--- src/verilog/exec_pkg.sv ---
package exec_pkg;

    localparam int xlen = 32;
    localparam int rob_idx_w = 5;
    localparam int reg_idx_w = 5;
    localparam int shamt_w = $clog2(xlen);
    localparam int imm_w = 20;

    typedef enum logic [3:0] {
        int_add,
        int_sub,
        int_lui,
        int_slt,
        int_or,
        int_xor,
        int_and,
        int_sl,
        int_sr,
        int_auipc
    } int_op_e;

    typedef enum logic [2:0] {
        br_beq,
        br_bne,
        br_blt,
        br_bge,
        br_jal,
        br_jalr
    } br_op_e;

    // I-type immediate sits in the top 12 bits of the decoded word
    typedef struct packed {
        logic [11:0] imm;
        logic [7:0]  pad;
    } i_form_t;

    // Branch offset in the low 13 bits, bit 0 is always zero
    typedef struct packed {
        logic [6:0]  pad;
        logic [12:0] off;
    } b_form_t;

    typedef union packed {
        i_form_t          i_form;
        b_form_t          b_form;
        logic [imm_w-1:0] u_form;
    } dec_imm_u;

    typedef struct packed {
        logic            taken;
        logic [xlen-1:0] target;
    } fetch_pred_t;

    typedef struct packed {
        logic                 intv;     // Integer op, branch op otherwise
        int_op_e              int_op;
        br_op_e               br_op;
        logic                 immv;
        logic                 uext;
        dec_imm_u             imm;
        logic [xlen-1:0]      rs1_data;
        logic [xlen-1:0]      rs2_data;
        logic [xlen-1:0]      pc;
        fetch_pred_t          pred;
        logic                 we;
        logic [rob_idx_w-1:0] rob_idx;
        logic [reg_idx_w-1:0] rd;
    } issue_bundle_t;

    typedef struct packed {
        logic                 en;
        logic                 we;
        logic [rob_idx_w-1:0] rob_idx;
        logic [reg_idx_w-1:0] rd;
        logic [xlen-1:0]      res;
    } wb_data_t;

    typedef struct packed {
        logic            en;
        logic            direction;
        logic            error;       // Front end must be redirected
        logic [xlen-1:0] target;
    } branch_res_t;

endpackage

--- src/verilog/alu_exec.sv ---
`timescale 1ns/10ps

module alu_exec (
    input  logic                    clk,
    input  logic                    rst,
    input  logic                    issue_valid,
    input  exec_pkg::issue_bundle_t bundle,
    output exec_pkg::wb_data_t      wb,
    output exec_pkg::branch_res_t   br
);

    logic [exec_pkg::xlen-1:0] int_res;
    logic [exec_pkg::xlen-1:0] link;
    exec_pkg::branch_res_t     br_res;

    int_alu u_int_alu (
        .bundle (bundle),
        .result (int_res)
    );

    branch_unit u_branch_unit (
        .bundle (bundle),
        .res    (br_res),
        .link   (link)
    );

    always_ff @(posedge clk) begin
        wb.we         <= bundle.we;
        wb.rob_idx    <= bundle.rob_idx;
        wb.rd         <= bundle.rd;
        wb.res        <= bundle.intv ? int_res : link;   // Branches write back pc + 4
        br.direction  <= br_res.direction;
        br.error      <= br_res.error;
        br.target     <= br_res.target;
        if (rst) begin
            wb.en <= 1'b0;
            br.en <= 1'b0;
        end else begin
            // Both records are single-cycle pulses, nothing downstream can stall them
            wb.en <= issue_valid;
            br.en <= issue_valid & br_res.en;
        end
    end

endmodule

--- src/verilog/alu_issue_reg.sv ---
`timescale 1ns/10ps

module alu_issue_reg (
    input  logic                    clk,
    input  logic                    rst,
    input  logic                    req,
    input  exec_pkg::issue_bundle_t in_bundle,
    output logic                    ack,
    output logic                    issue_valid,
    output exec_pkg::issue_bundle_t bundle
);

    logic accept;

    // The stage is idle whenever ack is low, so a new request is taken
    // only after the previous exchange has fully closed
    assign accept = req & ~ack;

    always_ff @(posedge clk) begin
        if (rst) begin
            ack         <= 1'b0;
            issue_valid <= 1'b0;
        end else begin
            issue_valid <= accept;   // One pulse per accepted micro-op
            if (accept) begin
                ack <= 1'b1;
            end else if (!req) begin
                ack <= 1'b0;         // Requester has withdrawn
            end
        end
    end

    // Payload register, loaded only while the requester holds it stable
    always_ff @(posedge clk) begin
        if (accept) begin
            bundle <= in_bundle;
        end
    end

endmodule

--- src/verilog/alu_top.sv ---
`timescale 1ns/10ps

module alu_top (
    input  logic                    clk,
    input  logic                    rst,
    input  logic                    req,
    input  exec_pkg::issue_bundle_t in_bundle,
    output logic                    ack,
    output exec_pkg::wb_data_t      wb,
    output exec_pkg::branch_res_t   br
);

    logic                    issue_valid;
    exec_pkg::issue_bundle_t issue_bundle;

    alu_issue_reg u_issue_reg (
        .clk         (clk),
        .rst         (rst),
        .req         (req),
        .in_bundle   (in_bundle),
        .ack         (ack),
        .issue_valid (issue_valid),
        .bundle      (issue_bundle)
    );

    alu_exec u_exec (
        .clk         (clk),
        .rst         (rst),
        .issue_valid (issue_valid),
        .bundle      (issue_bundle),
        .wb          (wb),
        .br          (br)
    );

endmodule

--- src/verilog/branch_unit.sv ---
`timescale 1ns/10ps

module branch_unit (
    input  exec_pkg::issue_bundle_t   bundle,
    output exec_pkg::branch_res_t     res,
    output logic [exec_pkg::xlen-1:0] link
);

    logic [exec_pkg::xlen-1:0] jalr_imm;
    logic [exec_pkg::xlen-1:0] br_imm;
    logic [exec_pkg::xlen-1:0] jalr_sum;
    logic [exec_pkg::xlen-1:0] jalr_target;
    logic [exec_pkg::xlen-1:0] br_target;
    logic                      equal;
    logic                      ucmp;
    logic                      scmp;
    logic                      lt;
    logic                      dir;
    logic                      cond_error;
    logic                      jalr_error;

    assign equal = bundle.rs1_data == bundle.rs2_data;
    assign ucmp  = bundle.rs1_data < bundle.rs2_data;

    always_comb begin
        case ({bundle.rs1_data[exec_pkg::xlen-1], bundle.rs2_data[exec_pkg::xlen-1]})
            2'b01:   scmp = 1'b0;   // rs1 positive, rs2 negative
            2'b10:   scmp = 1'b1;
            default: scmp = ucmp;   // Same sign orders like unsigned
        endcase
    end

    assign lt = bundle.uext ? ucmp : scmp;

    always_comb begin
        case (bundle.br_op)
            exec_pkg::br_beq: begin
                dir = equal;
            end
            exec_pkg::br_bne: begin
                dir = ~equal;
            end
            exec_pkg::br_blt: begin
                dir = lt;
            end
            exec_pkg::br_bge: begin
                dir = ~lt;
            end
            exec_pkg::br_jal, exec_pkg::br_jalr: begin
                dir = 1'b1;
            end
            default: dir = 1'b0;
        endcase
    end

    assign jalr_imm = {{(exec_pkg::xlen-12){bundle.imm.i_form.imm[11]}}, bundle.imm.i_form.imm};
    assign br_imm   = {{(exec_pkg::xlen-13){bundle.imm.b_form.off[12]}},
                       bundle.imm.b_form.off[12:1], 1'b0};

    assign jalr_sum    = bundle.rs1_data + jalr_imm;
    assign jalr_target = {jalr_sum[exec_pkg::xlen-1:1], 1'b0};
    assign br_target   = bundle.pc + br_imm;
    assign link        = bundle.pc + 32'd4;

    // Wrong direction, or right direction to the wrong place
    assign cond_error = (bundle.pred.taken ^ dir)
                      | (bundle.pred.taken & dir & (bundle.pred.target != br_target));
    assign jalr_error = ~bundle.pred.taken | (bundle.pred.target != jalr_target);

    assign res.en        = ~bundle.intv;   // Qualified with the issue pulse by the caller
    assign res.direction = dir;
    assign res.target    = bundle.br_op == exec_pkg::br_jalr ? jalr_target :
                           dir ? br_target : link;
    assign res.error     = bundle.br_op == exec_pkg::br_jalr ? jalr_error :
                           bundle.br_op == exec_pkg::br_jal ? 1'b0 : cond_error;

endmodule

--- src/verilog/int_alu.sv ---
`timescale 1ns/10ps

module int_alu (
    input  exec_pkg::issue_bundle_t       bundle,
    output logic [exec_pkg::xlen-1:0]     result
);

    logic [exec_pkg::xlen-1:0]     s_imm;
    logic [exec_pkg::xlen-1:0]     lui_imm;
    logic [exec_pkg::xlen-1:0]     src1;
    logic [exec_pkg::xlen-1:0]     src2;
    logic [exec_pkg::xlen-1:0]     add_src2;
    logic [exec_pkg::xlen-1:0]     add_res;
    logic [exec_pkg::xlen-1:0]     sl_res;
    logic [exec_pkg::xlen-1:0]     sr_res;
    logic [exec_pkg::xlen-1:0]     auipc_res;
    logic [2*exec_pkg::xlen-1:0]   sr_wide;
    logic [exec_pkg::shamt_w-1:0]  shamt;
    logic                          add_cin;
    logic                          add_cout;
    logic                          scmp;
    logic                          ucmp;
    logic                          padding;

    assign s_imm = {{(exec_pkg::xlen-12){bundle.imm.i_form.imm[11]}}, bundle.imm.i_form.imm};
    assign lui_imm = {bundle.imm.u_form, 12'b0};

    assign src1 = bundle.rs1_data;
    assign src2 = bundle.immv ? s_imm : bundle.rs2_data;

    // sub and slt share the adder as a + ~b + 1
    always_comb begin
        case (bundle.int_op)
            exec_pkg::int_sub, exec_pkg::int_slt: begin
                add_src2 = ~src2;
                add_cin  = 1'b1;
            end
            default: begin
                add_src2 = src2;
                add_cin  = 1'b0;
            end
        endcase
    end

    assign {add_cout, add_res} = src1 + add_src2 + {{exec_pkg::xlen{1'b0}}, add_cin};

    // Signs differ: the negative operand is smaller. Same sign: look at the difference
    assign scmp = (src1[exec_pkg::xlen-1] & ~src2[exec_pkg::xlen-1])
                | ((src1[exec_pkg::xlen-1] ~^ src2[exec_pkg::xlen-1]) & add_res[exec_pkg::xlen-1]);
    assign ucmp = ~add_cout;   // No carry out means a borrow

    assign shamt   = src2[exec_pkg::shamt_w-1:0];
    assign padding = src1[exec_pkg::xlen-1] & ~bundle.uext;
    assign sl_res  = src1 << shamt;

    // Shifting the sign-padded double word right fills the top with padding
    assign sr_wide = {{exec_pkg::xlen{padding}}, src1} >> shamt;
    assign sr_res  = sr_wide[exec_pkg::xlen-1:0];

    assign auipc_res = bundle.pc + lui_imm;

    always_comb begin
        case (bundle.int_op)
            exec_pkg::int_add, exec_pkg::int_sub: begin
                result = add_res;
            end
            exec_pkg::int_lui: begin
                result = lui_imm;
            end
            exec_pkg::int_slt: begin
                result = {{(exec_pkg::xlen-1){1'b0}}, bundle.uext ? ucmp : scmp};
            end
            exec_pkg::int_or: begin
                result = src1 | src2;
            end
            exec_pkg::int_xor: begin
                result = src1 ^ src2;
            end
            exec_pkg::int_and: begin
                result = src1 & src2;
            end
            exec_pkg::int_sl: begin
                result = sl_res;
            end
            exec_pkg::int_sr: begin
                result = sr_res;
            end
            exec_pkg::int_auipc: begin
                result = auipc_res;
            end
            default: result = '0;
        endcase
    end

endmodule
--- config.mk ---
export PLATFORM = sky130hd
export DESIGN_NAME = alu_top
export DESIGN_NICKNAME = d
export VERILOG_FILES = /design/src/verilog/exec_pkg.sv /design/src/verilog/alu_exec.sv /design/src/verilog/alu_issue_reg.sv /design/src/verilog/alu_top.sv /design/src/verilog/branch_unit.sv /design/src/verilog/int_alu.sv
export SDC_FILE = /design/constraint.sdc
export NUM_CORES = 1
export LEC_CHECK = 0
export ABC_CLOCK_PERIOD_IN_PS = 10600
export BUFFER_PORTS_ARGS = -buffer_cell sky130_fd_sc_hd__buf_4
export CORE_ASPECT_RATIO = 0.8
export CORE_MARGIN = 5
export CORE_UTILIZATION = 55
export DETAILED_ROUTE_END_ITERATION = 12
export PLACE_DENSITY = 0.88
export SLEW_MARGIN = 20
export SYNTH_ARGS = -nofsm -noshare
export SYNTH_HDL_FRONTEND = slang
export SYNTH_HIERARCHICAL = 1
export SYNTH_SLANG_ARGS = --single-unit
--- constraint.sdc ---
create_clock -name clk -period 10.6 [get_ports clk]
set_clock_uncertainty 0.1 [all_clocks]
set_input_delay 2.12 -clock clk [delete_from_list [all_inputs] [get_ports clk]]
set_output_delay 2.12 -clock clk [all_outputs]
set_load 0.1 [all_outputs]
==> impl_metrics.py, run 1 <==
metrics = {
    "drt": {
        "via_count": 23000,
        "highest_layer": "met5",
        "wl_met3_mm": 12.9,
        "ant_nets": 0,
        "wl_met2_mm": 40.9,
        "drc": 0,
        "m1WireLength_mm": 38.9,
        "wl_per_cell_um": 29.9,
        "dr.pass1.iters": 7,
        "first_iter_violations": 3792,
        "wirelength_mm": 99.1,
        "vias_per_cell": 6.96,
    },
    "place": {
        "dpl.hpwl_mm": 77.0,
        "place.gp.congestion": 1.14,
        "port-buffer-count": 252,
        "place_area_mm2": 0.0254,
    },
    "synth": {
        "ys_seq_area_share_pct": 28.9,
        "ys_ff_latch": 251,
        "ys_warn_count": 6,
        "synth_top_family_by_area": "compound AO/OA/AOI/OAI gates",
        "synth-edff-count": 170,
        "syn_inst": 2576,
        "synth_top_area_share_pct": 22.0,
        "synthTopCellsByArea": "edfxtp_1 22%, ha_1 11%, dfxtp_1 7.0%",
        "synth.area.mux_share_pct": 9.49,
        "ys_types": 102,
        "async_flop_share_pct": 0,
        "ys_dominant_reg_cell": "edfxtp_1",
        "yosys.area.top_type": "edfxtp_1",
        "synthAdderAreaFrac_pct": 11.7,
        "synth_area_per_cell_um2": 9.03,
        "synth_area_mm2": 0.0233,
        "synth-xor-area-share_pct": 8.99,
        "yosys.area_share.simple_pct": 14.0,
        "syn_nets": 2964,
        "synth_compound_area_share_pct": 21.6,
    },
    "worst_hold_path": {
        "hp-start": "u_issue_reg/bundle[2]",
        "holdPathStages": 0,
        "hold_class": "reg2reg",
        "hold_end": "u_exec/wb[34]",
    },
    "pwr": {
        "p_total_mw": 3.87,
        "p_leak_nw": 11.1,
        "peakVddDrop_mv": 0.176,
        "power_density_mw_per_mm2": 147,
    },
    "timing": {
        "period_minus_slack_ns": 6.60,
        "finalSetupTns_ns": 0,
        "max-slew-margin-rel_pct": 22.7,
        "tightest_slew_ns": 1.15,
        "finalCritPeriodShare_pct": 62.2,
        "rsz0062_at_grt": "no",
        "fmax_mhz": 152,
        "finalHoldViolCount": 0,
        "maxSlewViolCount": 0,
        "setup_viol_count_final": 0,
    },
    "setup_path": {
        "slowest_delay_ns": 0.72,
        "cp_data_arrival_time_ns": 6.91,
        "cp_common_cell": "nor4_1",
        "timing.rr.start": "u_issue_reg/bundle[109]",
        "r2r-end": "u_exec/br[32]",
        "required_ns": 10.91,
        "critPathSlowestCell": "edfxtp_1",
        "path_max_fanout": 39,
        "reg2reg_slack_ns": 4.00,
        "worstSetupPathType": "reg2reg",
        "critPathLaunchType": "flop",
        "cp-end-kind": "flop",
        "cp_cell_sequence": "ha_1 > nor2b_1 > o21a_1 > o21ai_0 > a21oi_1 > o31ai_1 > and4_1 > o21ai_1 > a31oi_4 > buf_4 > inv_2 > buf_4 > ha_1 > a211oi_1 > nand4_1 > nor4_1 > nand4_1 > nor4_1 > nand4b_1 > nor4_1 > nand4_1 > nor4_1 > o22ai_1",
        "r2r_cells": 23,
    },
    "outcome": {
        "status": "completed",
    },
    "die": {
        "ioPinCount": 253,
        "die_h_um": 194,
        "rows": 67,
        "coreArea_mm2": 0.0418,
        "dieArea_mm2": 0.0465,
        "start_util_pct": 55.6,
        "dieWidth_um": 240,
    },
    "cells_and_area": {
        "final_area_mm2": 0.0263,
        "final_common_cell": "buf_4",
        "final_nets": 3127,
        "fill_cells": 3428,
        "final_cell_mix": "282 x buf_4, 240 x nand2_1, 211 x ha_1",
        "drive_gt1_share_pct": 15.5,
        "syn_to_final_growth_pct": 13.1,
    },
    "clock_network": {
        "clock_path_buffers": 3,
        "post-cts-setup-buffer-count": 0,
        "h-tree-depth": 1,
        "clock-sinks": 251,
        "postCtsHoldBufs": 0,
        "cts_root_buffer": "clkbuf_16",
        "postCtsResizedCells": 0,
        "insertion_delay_ns": 0.57,
        "cts_tree": "built",
        "clk_pin_slew_ns": 0.06,
        "cts_inserted_buffers": 25,
    },
    "global_routing": {
        "grt_pass1_wl_mm": 143,
        "antenna_found_initial": 4,
        "grt_usage_pct": 40.5,
        "grt_pass1_vias": 21800,
        "grt_max_degree": 77,
        "grt_overflow": 0,
    },
    "flow_run": {
        "cap_violations": 0,
    },
}
==> power breakdown <==
| group | total (mW) | switching, mW | internal [mW] |
|---|---|---|---|
| clock | 0.941 | 0.389 | 0.552 |
| sequential | 1.23 | 0.0928 | 1.14 |
| combinational | 1.71 | 1.16 | 0.547 |
==> worst max path at each step <==
stage | from | endpoint | slack (ns) | cells after the start
2_1_floorplan | req | u_issue_reg/bundle[0] | 0.32 | 1
3_3_place_gp | u_issue_reg/bundle[109] | u_exec/br[32] | 4.63 | 23
3_5_place_dp | u_issue_reg/bundle[109] | u_exec/br[32] | 4.35 | 23
4_1_cts | u_issue_reg/bundle[109] | u_exec/br[32] | 4.33 | 23
5_1_grt | u_issue_reg/bundle[109] | u_exec/br[32] | 3.73 | 23
6_report | u_issue_reg/bundle[109] | u_exec/br[32] | 4.00 | 23
==> cells in the mapped netlist, types with 51 or more instances <==
| cell type | n |
|---|---|
| nand3_1 | 51 |
| dfxtp_1 | 81 |
| ha_1 | 211 |
| a21oi_1 | 202 |
| xor2_1 | 59 |
| nor2_1 | 166 |
| edfxtp_1 | 170 |
| clkbuf_1 | 84 |
| o21ai_0 | 124 |
| nand2_1 | 240 |
| o211ai_1 | 55 |
| inv_1 | 123 |
| mux2i_1 | 118 |
| xnor2_1 | 153 |
==> routing by layer <==
metal  GRT usage [%]  vias up
met3            10.6      321
li1                -     9969
met5           0.940        -
met4            20.4        4
met1            56.1    11000
met2            58.4     1785
==> cell type report <==
type / instances / area [um2] / area share [%]
clock buffers: 41 / 820 / 3.12
well taps: 552 / 691 / 2.63
clock inverters: 5 / 57.6 / 0.219
repair buffers: 282 / 2120 / 8.05
multi-input cells: 2051 / 15400 / 58.6
diodes: 1 / 2.50 / 0.00952
inverters: 128 / 483 / 1.84
flip-flops and latches: 251 / 6730 / 25.6
==> kinds of logic (layout without fill, tap and decap cells) <==
| logic type | Yosys count | in the layout |
|---|---|---|
| compound gates | 759 | 759 |
| simple gates | 676 | 676 |
| buf+inv | 274 | 456 |
| flops | 251 | 251 |
| xor+xnor | 222 | 222 |
| fa+ha+maj | 215 | 215 |
| mux | 179 | 179 |
| other cells | 0 | 1 |
==> state kept, by name, indices dropped and copies added (netlist names) <==
register and cells:
u_issue_reg/issue_valid 1, u_issue_reg/bundle 170, u_exec/wb 44, u_issue_reg/ack 1
u_exec/br 35
==> per-stage QoR <==
step / utilization (%) / instances / setup WS (ns) / hold slack, ns
6_report: 62.9 / 3311 / 4.00 / 0.242
2_1_floorplan: - / 2576 / 0.319 / 0.223
3_3_place_gp: 60.7 / 3264 / 4.63 / 0.224
5_1_grt: 62.8 / 3310 / 3.73 / 0.256
4_1_cts: 62.8 / 3310 / 4.33 / 0.242
3_5_place_dp: 60.7 / 3264 / 4.35 / 0.228
==> critical path: cells and delay by family (launching register included) <==
family,cells,cell delay [ns]
buffers and inverters,3,0.82
AOI/OAI and AO/OA,8,1.64
and+or+nand+nor,10,2.44
adders and majority gates,2,0.69
DFF,1,0.72
(Power assumes the default switching activity.)
==> inputs of run 2 (changes only) <==
--- a/config.mk
+++ b/config.mk
@@ -5,13 +5,13 @@
 export SDC_FILE = /design/constraint.sdc
 export NUM_CORES = 1
 export LEC_CHECK = 0
-export ABC_CLOCK_PERIOD_IN_PS = 10600
+export ABC_CLOCK_PERIOD_IN_PS = 6250
 export BUFFER_PORTS_ARGS = -buffer_cell sky130_fd_sc_hd__buf_4
 export CORE_ASPECT_RATIO = 0.8
 export CORE_MARGIN = 5
-export CORE_UTILIZATION = 55
+export CORE_UTILIZATION = 61
 export DETAILED_ROUTE_END_ITERATION = 12
-export PLACE_DENSITY = 0.88
+export PLACE_DENSITY = 0.92
 export SLEW_MARGIN = 20
 export SYNTH_ARGS = -nofsm -noshare
 export SYNTH_HDL_FRONTEND = slang
==> constraint.sdc (replaced) <==
create_clock -name clk -period 6.25 [get_ports clk]
set_clock_uncertainty 0.1 [all_clocks]
set_input_delay 1.25 -clock clk [delete_from_list [all_inputs] [get_ports clk]]
set_output_delay 1.25 -clock clk [all_outputs]
set_load 0.1 [all_outputs]
==> run 2 against run 1 <==
Effect of this change:
- cell count fell by 1.3%
- sequential cell count unchanged
- global-route usage increased by 2.6 points
- sequential power rose by 69%
- wire length is 3.7% lower
- register-to-register slack got worse by 3.5 ns
- clock power up 74%
- critical path depth decreased by 3
- critical path type unchanged
- critical endpoint unchanged
- largest cell class unchanged
- largest power group unchanged
==> impl_metrics.py, run 2 (synthesis gave the netlist of run 1 again) <==
metrics = {
    "outcome": {
        "status": "completed",
    },
    "timing": {
        "finalCritPeriodShare_pct": 91.6,
        "max-slew-margin-rel_pct": 7.79,
        "fmax_mhz": 175,
        "period_minus_slack_ns": 5.73,
        "rsz0062_at_grt": "no",
        "finalHoldViolCount": 0,
        "tightest_slew_ns": 1.38,
        "setup_viol_count_final": 0,
        "finalSetupTns_ns": 0,
        "maxSlewViolCount": 0,
        "layout_setup_ws_ns": 0.525,
    },
    "setup_path": {
        "required_ns": 6.56,
        "path_max_fanout": 16,
        "crit_buf_inv": 1,
        "critical_path.top_delay_family": "simple AND/OR/NAND/NOR gates",
        "r2r_cells": 20,
        "reg2reg_slack_ns": 0.52,
        "worstSetupPathType": "reg2reg",
        "slowest_delay_ns": 0.73,
        "cp_cell_sequence": "ha_1 > nand4_1 > nor2_1 > a21o_1 > a2111oi_0 > and4_1 > o21ai_1 > a31oi_4 > inv_2 > ha_1 > a211oi_1 > nand4_1 > nor4_1 > nand4_1 > nor4_1 > nand4b_1 > nor4_1 > nand4_1 > nor4_1 > o22ai_1",
        "r2r-end": "u_exec/br[32]",
        "cp_data_arrival_time_ns": 6.03,
        "cp-end-kind": "flop",
        "critPathSlowestCell": "edfxtp_1",
        "timing.rr.start": "u_issue_reg/bundle[139]",
        "critPathLaunchType": "flop",
    },
    "worst_hold_path": {
        "hp-start": "u_issue_reg/bundle[5]",
        "hold_end": "u_exec/wb[37]",
        "holdPathStages": 0,
        "hold_class": "reg2reg",
    },
    "clock_network": {
        "clk_pin_slew_ns": 0.07,
        "cts_inserted_buffers": 25,
        "cts_root_buffer": "clkbuf_16",
        "postCtsHoldBufs": 0,
        "postCtsResizedCells": 0,
        "h-tree-depth": 1,
        "cts_tree": "built",
        "insertion_delay_ns": 0.57,
        "clock-sinks": 251,
        "clock_path_buffers": 3,
        "post-cts-setup-buffer-count": 0,
    },
    "drt": {
        "ant_nets": 0,
        "vias_per_cell": 7.17,
        "dr.pass1.iters": 7,
        "via_count": 23400,
        "wirelength_mm": 95.4,
        "wl_per_cell_um": 29.2,
        "drc": 0,
        "first_iter_violations": 4370,
    },
    "pwr": {
        "power_frac_clock_pct": 24.7,
        "power_density_mw_per_mm2": 251,
        "p_sw_mw": 2.80,
        "switching_share_pct": 42.2,
        "p_comb_share_pct": 43.9,
        "power.internal_mw": 3.83,
        "p_leak_nw": 11.1,
        "p_total_mw": 6.62,
        "power_frac_seq_pct": 31.4,
        "peakVddDrop_mv": 0.409,
    },
    "global_routing": {
        "grt_pass1_vias": 22100,
        "antenna_found_initial": 5,
        "grt_max_degree": 82,
        "grt_usage_pct": 43.2,
        "grt_pass1_wl_mm": 140,
        "grt_overflow": 0,
    },
    "cells_and_area": {
        "final_common_cell": "buf_4",
        "largest_reg_flops": 170,
        "syn_to_final_growth_pct": 13.2,
        "regMostFlops": "u_issue_reg/bundle",
        "reg_top3": "u_issue_reg/bundle: 170 flops, u_exec/wb: 44 flops, u_exec/br: 35 flops",
        "final_cell_mix": "297 x buf_4, 240 x nand2_1, 211 x ha_1",
        "final_nets": 3142,
        "drive_gt1_share_pct": 15.9,
    },
    "die": {
        "ioPinCount": 253,
        "dieArea_mm2": 0.0422,
        "rows": 64,
        "die_h_um": 185,
        "coreArea_mm2": 0.0380,
        "dieWidth_um": 228,
        "start_util_pct": 61.3,
    },
    "place": {
        "place.gp.congestion": 1.13,
        "port-buffer-count": 252,
        "dp_slack_ns": 0.895,
        "dpl.hpwl_mm": 73.0,
    },
    "flow_run": {
        "cap_violations": 0,
    },
}
[run 2: how the worst max path moves through the flow]
| stage | startpoint | endpoint | slack (ns) | cells after the start |
|---|---|---|---|---|
| finish | u_issue_reg/bundle[139] | u_exec/br[32] | 0.52 | 20 |
| global route | u_issue_reg/bundle[109] | u_exec/br[32] | 0.35 | 21 |
| CTS | u_issue_reg/bundle[139] | u_exec/br[32] | 0.86 | 20 |
| detailed placement | u_issue_reg/bundle[139] | u_exec/br[32] | 0.90 | 20 |
| global placement | u_issue_reg/bundle[139] | u_exec/br[32] | 1.12 | 20 |
| floorplan | req | u_issue_reg/bundle[0] | 0.04 | 1 |
[run 2: final cells by class]
class	count	area, um2
clock inverter	6	87.6
sequential	251	6730
fill	2885	11600
timing repair buffer	297	2230
clock buffer	40	806
tap	495	619
multi-input combinational	2051	15400
antenna	1	2.50
inverter	128	483
[run 2: metrics by stage]
| step | hold slack, ns | cells | utilization (%) | instance area, um2 |
|---|---|---|---|---|
| 2_1_floorplan | 0.223 | 2576 | - | 23300 |
| 3_3_place_gp | 0.224 | 3222 | 67.0 | 25400 |
| 3_5_place_dp | 0.231 | 3222 | 67.0 | 25400 |
| 4_1_cts | 0.247 | 3268 | 69.4 | 26300 |
| 5_1_grt | 0.251 | 3268 | 69.4 | 26300 |
| 6_report | 0.245 | 3269 | 69.4 | 26300 |
[run 2: routing by layer]
metal	track usage, %	vias up	wire length, um
li1	-	10000	-
met1	58.5	11000	36300
met2	63.0	1990	39100
met3	14.4	404	14100
met4	19.6	14	5740
met5	0	-	101
[run 2: power by group through the flow]
stage,Combinational [mW],Clock [mW],Sequential (mW)
after CTS,2.80,1.64,2.07
final,2.91,1.64,2.08
after floorplan,1.45,0,2.58
after global routing,3.01,1.71,2.08
after global placement,2.74,0,2.09
after detailed placement,2.77,0,2.10
